<file path="config.mk">
export PLATFORM = sky130hd
export DESIGN_NAME = rdma_resp_gen
export DESIGN_NICKNAME = d
export VERILOG_FILES = /design/src/hw/roce_pkg.sv /design/src/hw/gen_pkg.sv /design/src/hw/resp_sequencer.sv /design/src/hw/wqe_decode.sv /design/src/hw/hdr_build.sv /design/src/hw/beat_serializer.sv /design/src/hw/rdma_resp_gen.sv
export SDC_FILE = /design/constraint.sdc
export NUM_CORES = 1
export LEC_CHECK = 0
export BUFFER_PORTS_ARGS = -buffer_cell sky130_fd_sc_hd__buf_4
export CAP_MARGIN = 20
export CORE_AREA = 2 2 619 621
export CTS_BUF_LIST = sky130_fd_sc_hd__clkbuf_8 sky130_fd_sc_hd__clkbuf_16
export CTS_CLUSTER_DIAMETER = 200
export DETAILED_ROUTE_END_ITERATION = 8
export DIE_AREA = 0 0 621 623
export HOLD_SLACK_MARGIN = 0.15
export MAX_ROUTING_LAYER = met4
export PLACE_DENSITY_LB_ADDON = 0.2
export SYNTH_ARGS = -nofsm -noshare
export SYNTH_HDL_FRONTEND = slang
export SYNTH_SLANG_ARGS = --single-unit
</file>
<file path="constraint.sdc">
create_clock -name core_clk -period 12 [get_ports core_clk]
set_input_delay 1.2 -clock core_clk [delete_from_list [all_inputs] [get_ports core_clk]]
set_output_delay 1.2 -clock core_clk [all_outputs]
set_load 0.005 [all_outputs]
</file>
<file path="src/hw/roce_pkg.sv">
`default_nettype none

package roce_pkg;

  // address and sequence fields
  typedef logic [47:0] mac_addr_t;
  typedef logic [31:0] ipv4_addr_t;
  typedef logic [23:0] psn_t;
  typedef logic [23:0] qpn_t;

  // header field widths
  typedef logic [15:0] ethertype_t;
  typedef logic [7:0]  ip_byte_t;
  typedef logic [15:0] ip_word_t;
  typedef logic [15:0] udp_port_t;
  typedef logic [7:0]  bth_opcode_t;
  typedef logic [15:0] pkey_t;

  // eth 14 + ipv4 20 + udp 8 + bth 12 + aeth 4
  localparam int HDR_BYTES    = 58;
  localparam int ETH_HDR_BYTES = 14;
  localparam int IP_HDR_BYTES  = 20;

  // ethernet
  localparam ethertype_t ETH_TYPE_IPV4 = 16'h0800;

  // ipv4, fixed part
  localparam ip_byte_t IP_VER_IHL   = 8'h45;
  localparam ip_byte_t IP_TOS       = 8'hb8;
  localparam ip_word_t IP_ID        = 16'h5555;
  localparam ip_word_t IP_FLAGS     = 16'h4000; // don't fragment
  localparam ip_byte_t IP_TTL       = 8'hba;
  localparam ip_byte_t IP_PROTO_UDP = 8'h11;

  // udp, roce v2 port on the destination side
  localparam udp_port_t UDP_SRC_PORT = 16'h6851;
  localparam udp_port_t UDP_DST_PORT = 16'h12b7;

  // bth
  localparam pkey_t       BTH_PKEY   = 16'h666f;
  localparam bth_opcode_t OP_RD_RESP = 8'h10; // rc read response only
  localparam bth_opcode_t OP_ACK     = 8'h11;

  // peer used for qp 2 and anything out of range
  localparam mac_addr_t  DEF_PEER_MAC = 48'h16c4_5056_0f2e;
  localparam ipv4_addr_t DEF_PEER_IP  = 32'h610c_6007;

endpackage

`default_nettype wire

</file>
<file path="src/hw/gen_pkg.sv">
`default_nettype none

package gen_pkg;

  localparam int BEAT_BYTES = 64;

  typedef logic [BEAT_BYTES*8-1:0]          beat_t;
  typedef logic [BEAT_BYTES-1:0]            keep_t;
  typedef logic [2:0]                       beat_cnt_t;
  typedef logic [2:0]                       pkt_cnt_t;
  typedef logic [roce_pkg::HDR_BYTES*8-1:0] hdr_t;   // byte 0 in the msb

  typedef enum logic {
    KIND_RD_RESP,
    KIND_ACK
  } pkt_kind_e;

  typedef enum logic [2:0] {
    S_IDLE,
    S_POST,
    S_WAIT,
    S_SEND,
    S_DONE
  } seq_state_e;

  typedef struct packed {
    roce_pkg::mac_addr_t  mac;
    roce_pkg::ipv4_addr_t ip;
  } peer_t;

  typedef struct packed {
    pkt_kind_e      kind;
    roce_pkg::qpn_t qpn;
    roce_pkg::psn_t psn;
  } wqe_info_t;

  localparam int RD_RESP_BYTES  = 314;
  localparam int ACK_BYTES      = 58;
  localparam int MAX_BEATS      = (RD_RESP_BYTES + BEAT_BYTES - 1) / BEAT_BYTES;
  localparam int NUM_RD_RESP    = 4;
  localparam int NUM_ACK        = 4;
  localparam int NUM_PEERS      = 5;   // qp 3..7
  localparam int FIRST_PEER_QPN = 3;

  // descriptor byte lanes, msb first
  localparam int PSN_BYTE0 = 51;
  localparam int QPN_BYTE0 = 47;

endpackage

`default_nettype wire

</file>
<file path="src/hw/resp_sequencer.sv">
`timescale 1ns/1ns
`default_nettype none

module resp_sequencer (
  input  wire                 core_clk,
  input  wire                 core_aresetn,
  input  wire                 conf_done_i,
  input  wire                 wqe_valid_i,
  input  wire                 wqe_last_i,
  input  wire                 pkt_done_i,
  output logic                capture_o,
  output gen_pkg::pkt_kind_e  kind_o,
  output logic                post_rd_wqe_o,
  output logic                post_wr_wqe_o,
  output logic                rd_path_done_o,
  output logic                wr_path_done_o
);

  gen_pkg::seq_state_e state;
  gen_pkg::pkt_cnt_t   pkt_cnt;
  logic                phase_end;

  assign capture_o = (state == gen_pkg::S_WAIT);

  // last packet of the current phase
  assign phase_end = (kind_o == gen_pkg::KIND_RD_RESP) ?
                     (pkt_cnt == gen_pkg::pkt_cnt_t'(gen_pkg::NUM_RD_RESP - 1)) :
                     (pkt_cnt == gen_pkg::pkt_cnt_t'(gen_pkg::NUM_ACK - 1));

  always_ff @(posedge core_clk or negedge core_aresetn) begin
    if (!core_aresetn) begin
      state          <= gen_pkg::S_IDLE;
      kind_o         <= gen_pkg::KIND_RD_RESP;
      pkt_cnt        <= '0;
      post_rd_wqe_o  <= 1'b0;
      post_wr_wqe_o  <= 1'b0;
      rd_path_done_o <= 1'b0;
      wr_path_done_o <= 1'b0;
    end else begin
      post_rd_wqe_o <= 1'b0;
      post_wr_wqe_o <= 1'b0;
      case (state)
        gen_pkg::S_IDLE: begin
          if (conf_done_i) begin
            state         <= gen_pkg::S_POST;
            post_rd_wqe_o <= (kind_o == gen_pkg::KIND_RD_RESP);
            post_wr_wqe_o <= (kind_o == gen_pkg::KIND_ACK);
          end
        end
        gen_pkg::S_POST: state <= gen_pkg::S_WAIT; // strobe is high here
        gen_pkg::S_WAIT: begin
          if (wqe_valid_i && wqe_last_i)
            state <= gen_pkg::S_SEND;
        end
        gen_pkg::S_SEND: begin
          if (pkt_done_i) begin
            if (!phase_end) begin
              pkt_cnt       <= pkt_cnt + 1'b1;
              state         <= gen_pkg::S_POST;
              post_rd_wqe_o <= (kind_o == gen_pkg::KIND_RD_RESP);
              post_wr_wqe_o <= (kind_o == gen_pkg::KIND_ACK);
            end else if (kind_o == gen_pkg::KIND_RD_RESP) begin
              // read phase over, straight into the write phase
              rd_path_done_o <= 1'b1;
              kind_o         <= gen_pkg::KIND_ACK;
              pkt_cnt        <= '0;
              state          <= gen_pkg::S_POST;
              post_wr_wqe_o  <= 1'b1;
            end else begin
              wr_path_done_o <= 1'b1;
              state          <= gen_pkg::S_DONE;
            end
          end
        end
        gen_pkg::S_DONE: state <= gen_pkg::S_DONE;
        default:         state <= gen_pkg::S_IDLE;
      endcase
    end
  end

endmodule

`default_nettype wire

</file>
<file path="src/hw/wqe_decode.sv">
`timescale 1ns/1ns
`default_nettype none

module wqe_decode (
  input  wire                                           core_clk,
  input  wire                                           core_aresetn,
  input  wire gen_pkg::beat_t                           wqe_data_i,
  input  wire                                           wqe_valid_i,
  input  wire                                           wqe_last_i,
  input  wire                                           capture_i,
  input  wire gen_pkg::pkt_kind_e                       kind_i,
  input  wire gen_pkg::peer_t [gen_pkg::NUM_PEERS-1:0]  peers_i,
  output gen_pkg::wqe_info_t                            info_o,
  output gen_pkg::peer_t                                peer_o,
  output logic                                          info_valid_o
);

  logic           first_q;
  logic           take;
  roce_pkg::qpn_t peer_idx;

  assign take = capture_i && wqe_valid_i;

  always_ff @(posedge core_clk or negedge core_aresetn) begin
    if (!core_aresetn) begin
      first_q      <= 1'b1;
      info_valid_o <= 1'b0;
    end else begin
      info_valid_o <= take && wqe_last_i;
      if (take)
        first_q <= wqe_last_i; // rearm after the last beat
    end
  end

  // fields sit in the first descriptor beat only
  always_ff @(posedge core_clk) begin
    if (take && first_q) begin
      info_o.kind <= kind_i;
      info_o.psn  <= {wqe_data_i[gen_pkg::PSN_BYTE0*8 +: 8],
                      wqe_data_i[(gen_pkg::PSN_BYTE0+1)*8 +: 8],
                      wqe_data_i[(gen_pkg::PSN_BYTE0+2)*8 +: 8]};
      info_o.qpn  <= {wqe_data_i[gen_pkg::QPN_BYTE0*8 +: 8],
                      wqe_data_i[(gen_pkg::QPN_BYTE0+1)*8 +: 8],
                      wqe_data_i[(gen_pkg::QPN_BYTE0+2)*8 +: 8]};
    end
  end

  // wraps for qpn below the first peer, so one compare covers both ends
  assign peer_idx = info_o.qpn - roce_pkg::qpn_t'(gen_pkg::FIRST_PEER_QPN);

  always_comb begin
    if (peer_idx < roce_pkg::qpn_t'(gen_pkg::NUM_PEERS)) begin
      peer_o = peers_i[peer_idx[$clog2(gen_pkg::NUM_PEERS)-1:0]];
    end else begin
      peer_o.mac = roce_pkg::DEF_PEER_MAC;
      peer_o.ip  = roce_pkg::DEF_PEER_IP;
    end
  end

endmodule

`default_nettype wire

</file>
<file path="src/hw/hdr_build.sv">
`timescale 1ns/1ns
`default_nettype none

module hdr_build (
  input  wire                        core_clk,
  input  wire                        core_aresetn,
  input  wire gen_pkg::wqe_info_t    info_i,
  input  wire gen_pkg::peer_t        peer_i,
  input  wire                        info_valid_i,
  input  wire roce_pkg::mac_addr_t   local_mac_i,
  input  wire roce_pkg::ipv4_addr_t  local_ip_i,
  output gen_pkg::hdr_t              hdr_o,
  output gen_pkg::pkt_kind_e         kind_o,
  output logic [7:0]                 psn_lo_o,
  output logic                       hdr_valid_o
);

  roce_pkg::ip_word_t    ip_len;
  roce_pkg::ip_word_t    udp_len;
  roce_pkg::ip_word_t    csum;
  roce_pkg::bth_opcode_t opcode;
  gen_pkg::hdr_t         hdr_d;

  // ones complement over the ten ipv4 words, checksum word taken as zero
  function automatic roce_pkg::ip_word_t ip_csum(input roce_pkg::ip_word_t   tot_len,
                                                 input roce_pkg::ipv4_addr_t src,
                                                 input roce_pkg::ipv4_addr_t dst);
    logic [19:0] sum;
    sum = 20'({roce_pkg::IP_VER_IHL, roce_pkg::IP_TOS}) + 20'(tot_len)
        + 20'(roce_pkg::IP_ID) + 20'(roce_pkg::IP_FLAGS)
        + 20'({roce_pkg::IP_TTL, roce_pkg::IP_PROTO_UDP})
        + 20'(src[31:16]) + 20'(src[15:0])
        + 20'(dst[31:16]) + 20'(dst[15:0]);
    // second fold catches the carry out of the first
    sum = 20'(sum[15:0]) + 20'(sum[19:16]);
    sum = 20'(sum[15:0]) + 20'(sum[19:16]);
    return ~sum[15:0];
  endfunction

  always_comb begin
    if (info_i.kind == gen_pkg::KIND_RD_RESP) begin
      ip_len = roce_pkg::ip_word_t'(gen_pkg::RD_RESP_BYTES - roce_pkg::ETH_HDR_BYTES);
      opcode = roce_pkg::OP_RD_RESP;
    end else begin
      ip_len = roce_pkg::ip_word_t'(gen_pkg::ACK_BYTES - roce_pkg::ETH_HDR_BYTES);
      opcode = roce_pkg::OP_ACK;
    end
  end

  assign udp_len = ip_len - roce_pkg::ip_word_t'(roce_pkg::IP_HDR_BYTES);
  assign csum    = ip_csum(ip_len, local_ip_i, peer_i.ip);

  assign hdr_d = {
    peer_i.mac, local_mac_i, roce_pkg::ETH_TYPE_IPV4,                     // eth
    roce_pkg::IP_VER_IHL, roce_pkg::IP_TOS, ip_len,
    roce_pkg::IP_ID, roce_pkg::IP_FLAGS,
    roce_pkg::IP_TTL, roce_pkg::IP_PROTO_UDP, csum,
    local_ip_i, peer_i.ip,                                                // ipv4
    roce_pkg::UDP_SRC_PORT, roce_pkg::UDP_DST_PORT, udp_len, 16'h0000,    // udp
    opcode, 8'h00, roce_pkg::BTH_PKEY,
    8'h00, info_i.qpn, 8'h00, info_i.psn,                                 // bth
    32'h0000_0000                                                         // aeth
  };

  always_ff @(posedge core_clk or negedge core_aresetn) begin
    if (!core_aresetn)
      hdr_valid_o <= 1'b0;
    else
      hdr_valid_o <= info_valid_i;
  end

  always_ff @(posedge core_clk) begin
    if (info_valid_i) begin
      hdr_o    <= hdr_d;
      kind_o   <= info_i.kind;
      psn_lo_o <= info_i.psn[7:0]; // payload fill byte
    end
  end

endmodule

`default_nettype wire

</file>
<file path="src/hw/beat_serializer.sv">
`timescale 1ns/1ns
`default_nettype none

module beat_serializer (
  input  wire                      core_clk,
  input  wire                      core_aresetn,
  input  wire gen_pkg::hdr_t       hdr_i,
  input  wire gen_pkg::pkt_kind_e  kind_i,
  input  wire [7:0]                psn_lo_i,
  input  wire                      hdr_valid_i,
  input  wire                      tx_ready_i,
  output gen_pkg::beat_t           tx_data_o,
  output gen_pkg::keep_t           tx_keep_o,
  output logic                     tx_valid_o,
  output logic                     tx_last_o,
  output logic                     pkt_done_o
);

  localparam int LANES = gen_pkg::MAX_BEATS * gen_pkg::BEAT_BYTES;

  gen_pkg::hdr_t                     hdr_q;
  gen_pkg::pkt_kind_e                kind_q;
  logic [7:0]                        fill_q;
  gen_pkg::beat_cnt_t                beat_q;
  gen_pkg::beat_cnt_t                last_beat;
  logic [9:0]                        pkt_len;
  logic [9:0]                        base;
  logic [LANES*8-1:0]                pkt_lanes;
  logic                              accept;

  assign pkt_len   = (kind_q == gen_pkg::KIND_RD_RESP) ? 10'(gen_pkg::RD_RESP_BYTES) :
                                                          10'(gen_pkg::ACK_BYTES);
  assign last_beat = gen_pkg::beat_cnt_t'((pkt_len - 10'd1) >> 6);
  assign base      = {1'b0, beat_q, 6'd0};

  // whole packet in lane order, wire byte 0 at lane 0
  always_comb begin
    for (int k = 0; k < roce_pkg::HDR_BYTES; k++)
      pkt_lanes[k*8 +: 8] = hdr_q[(roce_pkg::HDR_BYTES-1-k)*8 +: 8];
    for (int k = roce_pkg::HDR_BYTES; k < LANES; k++)
      pkt_lanes[k*8 +: 8] = (k < int'(pkt_len)) ? fill_q : 8'h00;
  end

  assign tx_data_o = pkt_lanes[beat_q*gen_pkg::BEAT_BYTES*8 +: gen_pkg::BEAT_BYTES*8];

  always_comb begin
    for (int j = 0; j < gen_pkg::BEAT_BYTES; j++)
      tx_keep_o[j] = (base + 10'(j)) < pkt_len;
  end

  assign accept     = tx_valid_o && tx_ready_i;
  assign tx_last_o  = tx_valid_o && (beat_q == last_beat);
  assign pkt_done_o = accept && tx_last_o;

  always_ff @(posedge core_clk or negedge core_aresetn) begin
    if (!core_aresetn) begin
      tx_valid_o <= 1'b0;
      beat_q     <= '0;
      kind_q     <= gen_pkg::KIND_RD_RESP;
    end else if (hdr_valid_i) begin
      tx_valid_o <= 1'b1;
      beat_q     <= '0;
      kind_q     <= kind_i;
    end else if (accept) begin
      if (tx_last_o) begin
        tx_valid_o <= 1'b0;
        beat_q     <= '0;
      end else begin
        beat_q <= beat_q + 1'b1;
      end
    end
  end

  always_ff @(posedge core_clk) begin
    if (hdr_valid_i) begin
      hdr_q  <= hdr_i;
      fill_q <= psn_lo_i; // ack ignores it
    end
  end

endmodule

`default_nettype wire

</file>
<file path="src/hw/rdma_resp_gen.sv">
`timescale 1ns/1ns
`default_nettype none

module rdma_resp_gen (
  input  wire                                           core_clk,
  input  wire                                           core_aresetn,
  input  wire                                           conf_done_i,
  input  wire gen_pkg::beat_t                           wqe_data_i,
  input  wire                                           wqe_valid_i,
  input  wire                                           wqe_last_i,
  input  wire                                           tx_ready_i,
  input  wire roce_pkg::mac_addr_t                      local_mac_i,
  input  wire roce_pkg::ipv4_addr_t                     local_ip_i,
  input  wire gen_pkg::peer_t [gen_pkg::NUM_PEERS-1:0]  peers_i,
  output gen_pkg::beat_t                                tx_data_o,
  output gen_pkg::keep_t                                tx_keep_o,
  output logic                                          tx_valid_o,
  output logic                                          tx_last_o,
  output logic                                          post_rd_wqe_o,
  output logic                                          post_wr_wqe_o,
  output logic                                          rd_path_done_o,
  output logic                                          wr_path_done_o
);

  logic               capture;
  gen_pkg::pkt_kind_e seq_kind;
  gen_pkg::wqe_info_t info;
  gen_pkg::peer_t     peer;
  logic               info_valid;
  gen_pkg::hdr_t      hdr;
  gen_pkg::pkt_kind_e hdr_kind;
  logic [7:0]         psn_lo;
  logic               hdr_valid;
  logic               pkt_done;

  resp_sequencer u_seq (
    .core_clk, .core_aresetn, .conf_done_i, .wqe_valid_i, .wqe_last_i,
    .pkt_done_i(pkt_done), .capture_o(capture), .kind_o(seq_kind),
    .post_rd_wqe_o, .post_wr_wqe_o, .rd_path_done_o, .wr_path_done_o
  );

  wqe_decode u_decode (
    .core_clk, .core_aresetn, .wqe_data_i, .wqe_valid_i, .wqe_last_i,
    .capture_i(capture), .kind_i(seq_kind), .peers_i,
    .info_o(info), .peer_o(peer), .info_valid_o(info_valid)
  );

  hdr_build u_hdr (
    .core_clk, .core_aresetn, .info_i(info), .peer_i(peer), .info_valid_i(info_valid),
    .local_mac_i, .local_ip_i,
    .hdr_o(hdr), .kind_o(hdr_kind), .psn_lo_o(psn_lo), .hdr_valid_o(hdr_valid)
  );

  beat_serializer u_ser (
    .core_clk, .core_aresetn, .hdr_i(hdr), .kind_i(hdr_kind), .psn_lo_i(psn_lo),
    .hdr_valid_i(hdr_valid), .tx_ready_i,
    .tx_data_o, .tx_keep_o, .tx_valid_o, .tx_last_o, .pkt_done_o(pkt_done)
  );

endmodule

`default_nettype wire

</file>
==> summary.txt <==
Outcome
  • Outcome: finished, final reports clean

Layout
  • Commonest non-fill, non-tap cell in the layout: buf_4
  • Utilization of the core after routing: 10.9%
  • Share of cells above drive strength 1: about half
  • Count of fill cells added during filler insertion: between 40000 and 50000
  • Layout Cells excl Fill: 7881
  • Most used cells in the layout excluding fill and tap cells: buf_4, edfxtp_1, a21o_1
  • Design Area, Final: 0.0415 mm2
  • Post-layout net count: 3858
  • Area growth syn-to-layout: 55.7%

Detailed routing
  • Post-DRT Antenna Nets: 0
  • Wire length per cell after detailed routing: 22.2 um
  • Iteration-0 DRC Markers: ~1100
  • Number of detailed-route iterations in the first pass: 5
  • DRC errors left: 0
  • Detailed Route WL: 175000 um
  • Total via count in the routed design: 19245
  • Post-detailed-route via-to-cell ratio: between 2 and 2.5

Job
  • Max-capacitance violation count: 0

Timing
  • Max-slew violations: 0
  • RSZ-0062 raised after global routing: no
  • Worst clock skew: 0.0912 ns
  • Tightest Pin Transition: between 1 and 1.5 ns
  • Number of setup violations in the final report: 0
  • Final worst-path cycle share: 90.8%
  • Worst rel slew slack: 30.8%
  • Count of endpoints failing hold in the final timing report: 0
  • Minimum clock period after layout: 10.89 ns
  • Sum Neg Setup Slack: 0 ns
  • Final-layout worst hold slack: 0.311 ns
  • Worst path setup slack after routing: 1.11 ns
  • Max Fclk: 91.8 MHz

Critical path
  • Crit path max-delay family: simple AND/OR/NAND/NOR gates
  • Crit path required time: 12.54 ns
  • R2R cell count: 36
  • Crit path largest cell delay: 0.84 ns
  • Worst path depth: 36
  • Internal reg-to-reg setup slack: 1.11 ns
  • Crit Reg-Reg Endpoint: u_hdr.hdr_o[271]
  • Biggest fanout along the worst timing path: 21
  • Launching element type of the critical path: flop
  • Most numerous cell on the critical path: fa_1
  • Data arrival time at the worst-slack endpoint: 11.43 ns
  • CP endpoint kind: flop
  • Critical R2R Launch: u_decode.info_o[24]
  • Number of buffers and inverters on the critical path: 6
  • Classification of the worst setup path: flop to flop
  • Slowest CP cell: nor2b_4
  • Worst Setup SP: u_decode.info_o[24]
  • Capture point of the critical path: u_hdr.hdr_o[271]

Global routing
  • Total global routing overflow: 0
  • Pin count of the biggest net entering global routing: 101
  • Total routing usage reported by global routing: 8.95%
  • Via count of the first global-routing pass: 19868
  • Wire length of the first global-routing pass: 219000 um
  • Initial antenna violation count: 54

Placement
  • Count of placed standard cells including taps: ~7700
  • Pre-CTS setup slack: a little under 0.8 ns
  • Total half-perimeter wirelength after legalization and detailed placement: 140000 um
  • Weighted congestion at the end of routability-driven global placement: 0.784
  • Number of I/O port buffers: roughly 1100
  • Post-Place Cell Area: 0.0390 mm2

Yosys
  • Sequential-to-total area share from yosys stat: between 50% and 60%
  • Share of the synthesized area in the top cell type: 56.5%
  • Asr flop ratio synth: 3.65%
  • Count of flip-flops with a built-in enable after synthesis: 501
  • Cell count after synthesis: 1959
  • Yosys warns: 0
  • Top post-synthesis cells by area: edfxtp_1, buf_4, mux4_2, a21o_1, fa_1
  • Leading area contributor after synthesis: edfxtp_1
  • Post-synthesis area per instance: 13.6 um2
  • Synthesis-stage register bit count: 520
  • Syn_nets: 3043
  • Cell area after technology mapping: 0.0266 mm2
  • Most used flip-flop cell after synthesis: edfxtp_1
  • Number of unique standard cell types used by synthesis: 73

Clocking
  • Resized cells post-CTS: 0
  • Clk Latency, worst-skew pair: 0.80 ns
  • Cts bufs inserted: around 80
  • Maximum root-to-sink buffer count: 4
  • CTS HTree Levels: 3
  • Buffer count from post-CTS setup fixing: 0
  • CTS tree: built
  • Count of hold buffers inserted by post-cts repair: 0
  • Clock root buffer: clkbuf_16
  • Clock input transition at the sequential cells of the worst setup and hold paths: ~0.060 ns
  • Total clock sinks: 520

Power
  • P_leak: 16.2 nW
  • Peak supply drop: between 0.15 and 0.2 mV
  • Power density cells: 216 mW/mm2
  • Sum of internal, switching and leakage power: 8.97 mW

Floorplanning
  • Total core area: 0.381 mm2
  • Overall die width: 621 um
  • Full die area: 0.387 mm2
  • Number of rows created at floorplan: 227
  • Initial Utilization: 7.00%
  • Y dimension of the die: slightly above 600 um
  • I/O pin total: 1580

Worst hold path
  • Class of the tightest hold or removal check: input port to asynchronous set/reset pin
==> how the worst min path moves through the flow <==
| stage | startpoint | to | slack, ns | cells past startpoint |
|---|---|---|---|---|
| 6_report | core_aresetn | u_seq.post_wr_wqe_o | 0.31 | 1 |
| 3_3_place_gp | u_hdr.hdr_o[409] | u_ser.hdr_q[409] | 0.40 | 0 |
| 5_1_grt | core_aresetn | u_seq.post_wr_wqe_o | 0.28 | 1 |
| 2_1_floorplan | u_decode.info_o[7] | u_hdr.hdr_o[39] | 0.40 | 0 |
| 3_5_place_dp | u_hdr.hdr_o[225] | u_ser.hdr_q[225] | 0.40 | 0 |
| 4_1_cts | core_aresetn | u_seq.post_wr_wqe_o | 0.24 | 1 |
==> synth_stat cells (all sizes together), types with 2 or more instances <==
library cell  instances
a2111o                2
a211o                29
a211oi                9
a21boi                2
a21o                210
a21oi                65
a311oi                2
a31oi                 2
and2                 24
and3                 35
and4bb                2
buf                 349
clkbuf               81
dfrtp                18
edfxtp              501
fa                   36
ha                   50
inv                  94
mux2                  4
mux4                 80
nand2                80
nand2b                4
nand3                62
nand3b                4
nand4                 6
nand4b                2
nor2                 64
nor2b                17
nor3                 12
nor3b                 3
nor4                  7
o21ai                40
o221ai                2
o311ai                3
xnor2                22
xor2                 15
==> per-layer routing <==
metal	up-vias	share of wire, %	track usage [%]
met4	0	2.1	2.16
met5	-	0	-
met1	9948	36	9.21
met3	146	4.9	1.76
li1	8505	-	-
met2	646	57	17.2
==> logic make-up (layout without fill, tap and decap cells) <==
kind of cell | after synthesis | count (layout) | synth area share [%]
other | 0 | 15 | 0
adder cells (fa/ha/maj) | 86 | 86 | 5.05
AO/OA/AOI/OAI | 378 | 378 | 10.1
XOR/XNOR | 37 | 37 | 1.24
multiplexers | 85 | 85 | 6.97
AND/OR/NAND/NOR | 329 | 329 | 6.38
flip-flops | 520 | 520 | 58.3
buffers and inverters | 524 | 1393 | 12.0
==> flip-flops by register name, summed over array words and instances, names as in the netlist, 3 cells and up <==
signal / count
u_seq.pkt_cnt: 3
u_ser.fill_q: 7
u_decode.info_o: 49
u_ser.hdr_q: 219
u_ser.beat_q: 3
u_hdr.psn_lo_o: 7
u_hdr.hdr_o: 219
u_seq.state: 3
==> layout make-up <==
class                   instances  area [um2]  area share (%)
multi-input cells             915        8010            19.3
inverters                      94         353           0.851
well taps                    5038        6300            15.2
clock buffers                  81        2000            4.83
diodes                         15        37.5          0.0905
clock inverters                54         468            1.13
flip-flops and latches        520       15500            37.4
repair buffers               1164        8780            21.2
==> where the power goes <==
group / switching (mW) / internal, mW / leakage, nW / total (mW)
sequential: 0.0754 / 2.16 / 4.62 / 2.24
clock: 0.957 / 1.36 / 1.26 / 2.31
combinational: 2.46 / 1.96 / 10.3 / 4.42
Note: power is estimated with default switching activity, not from simulation.
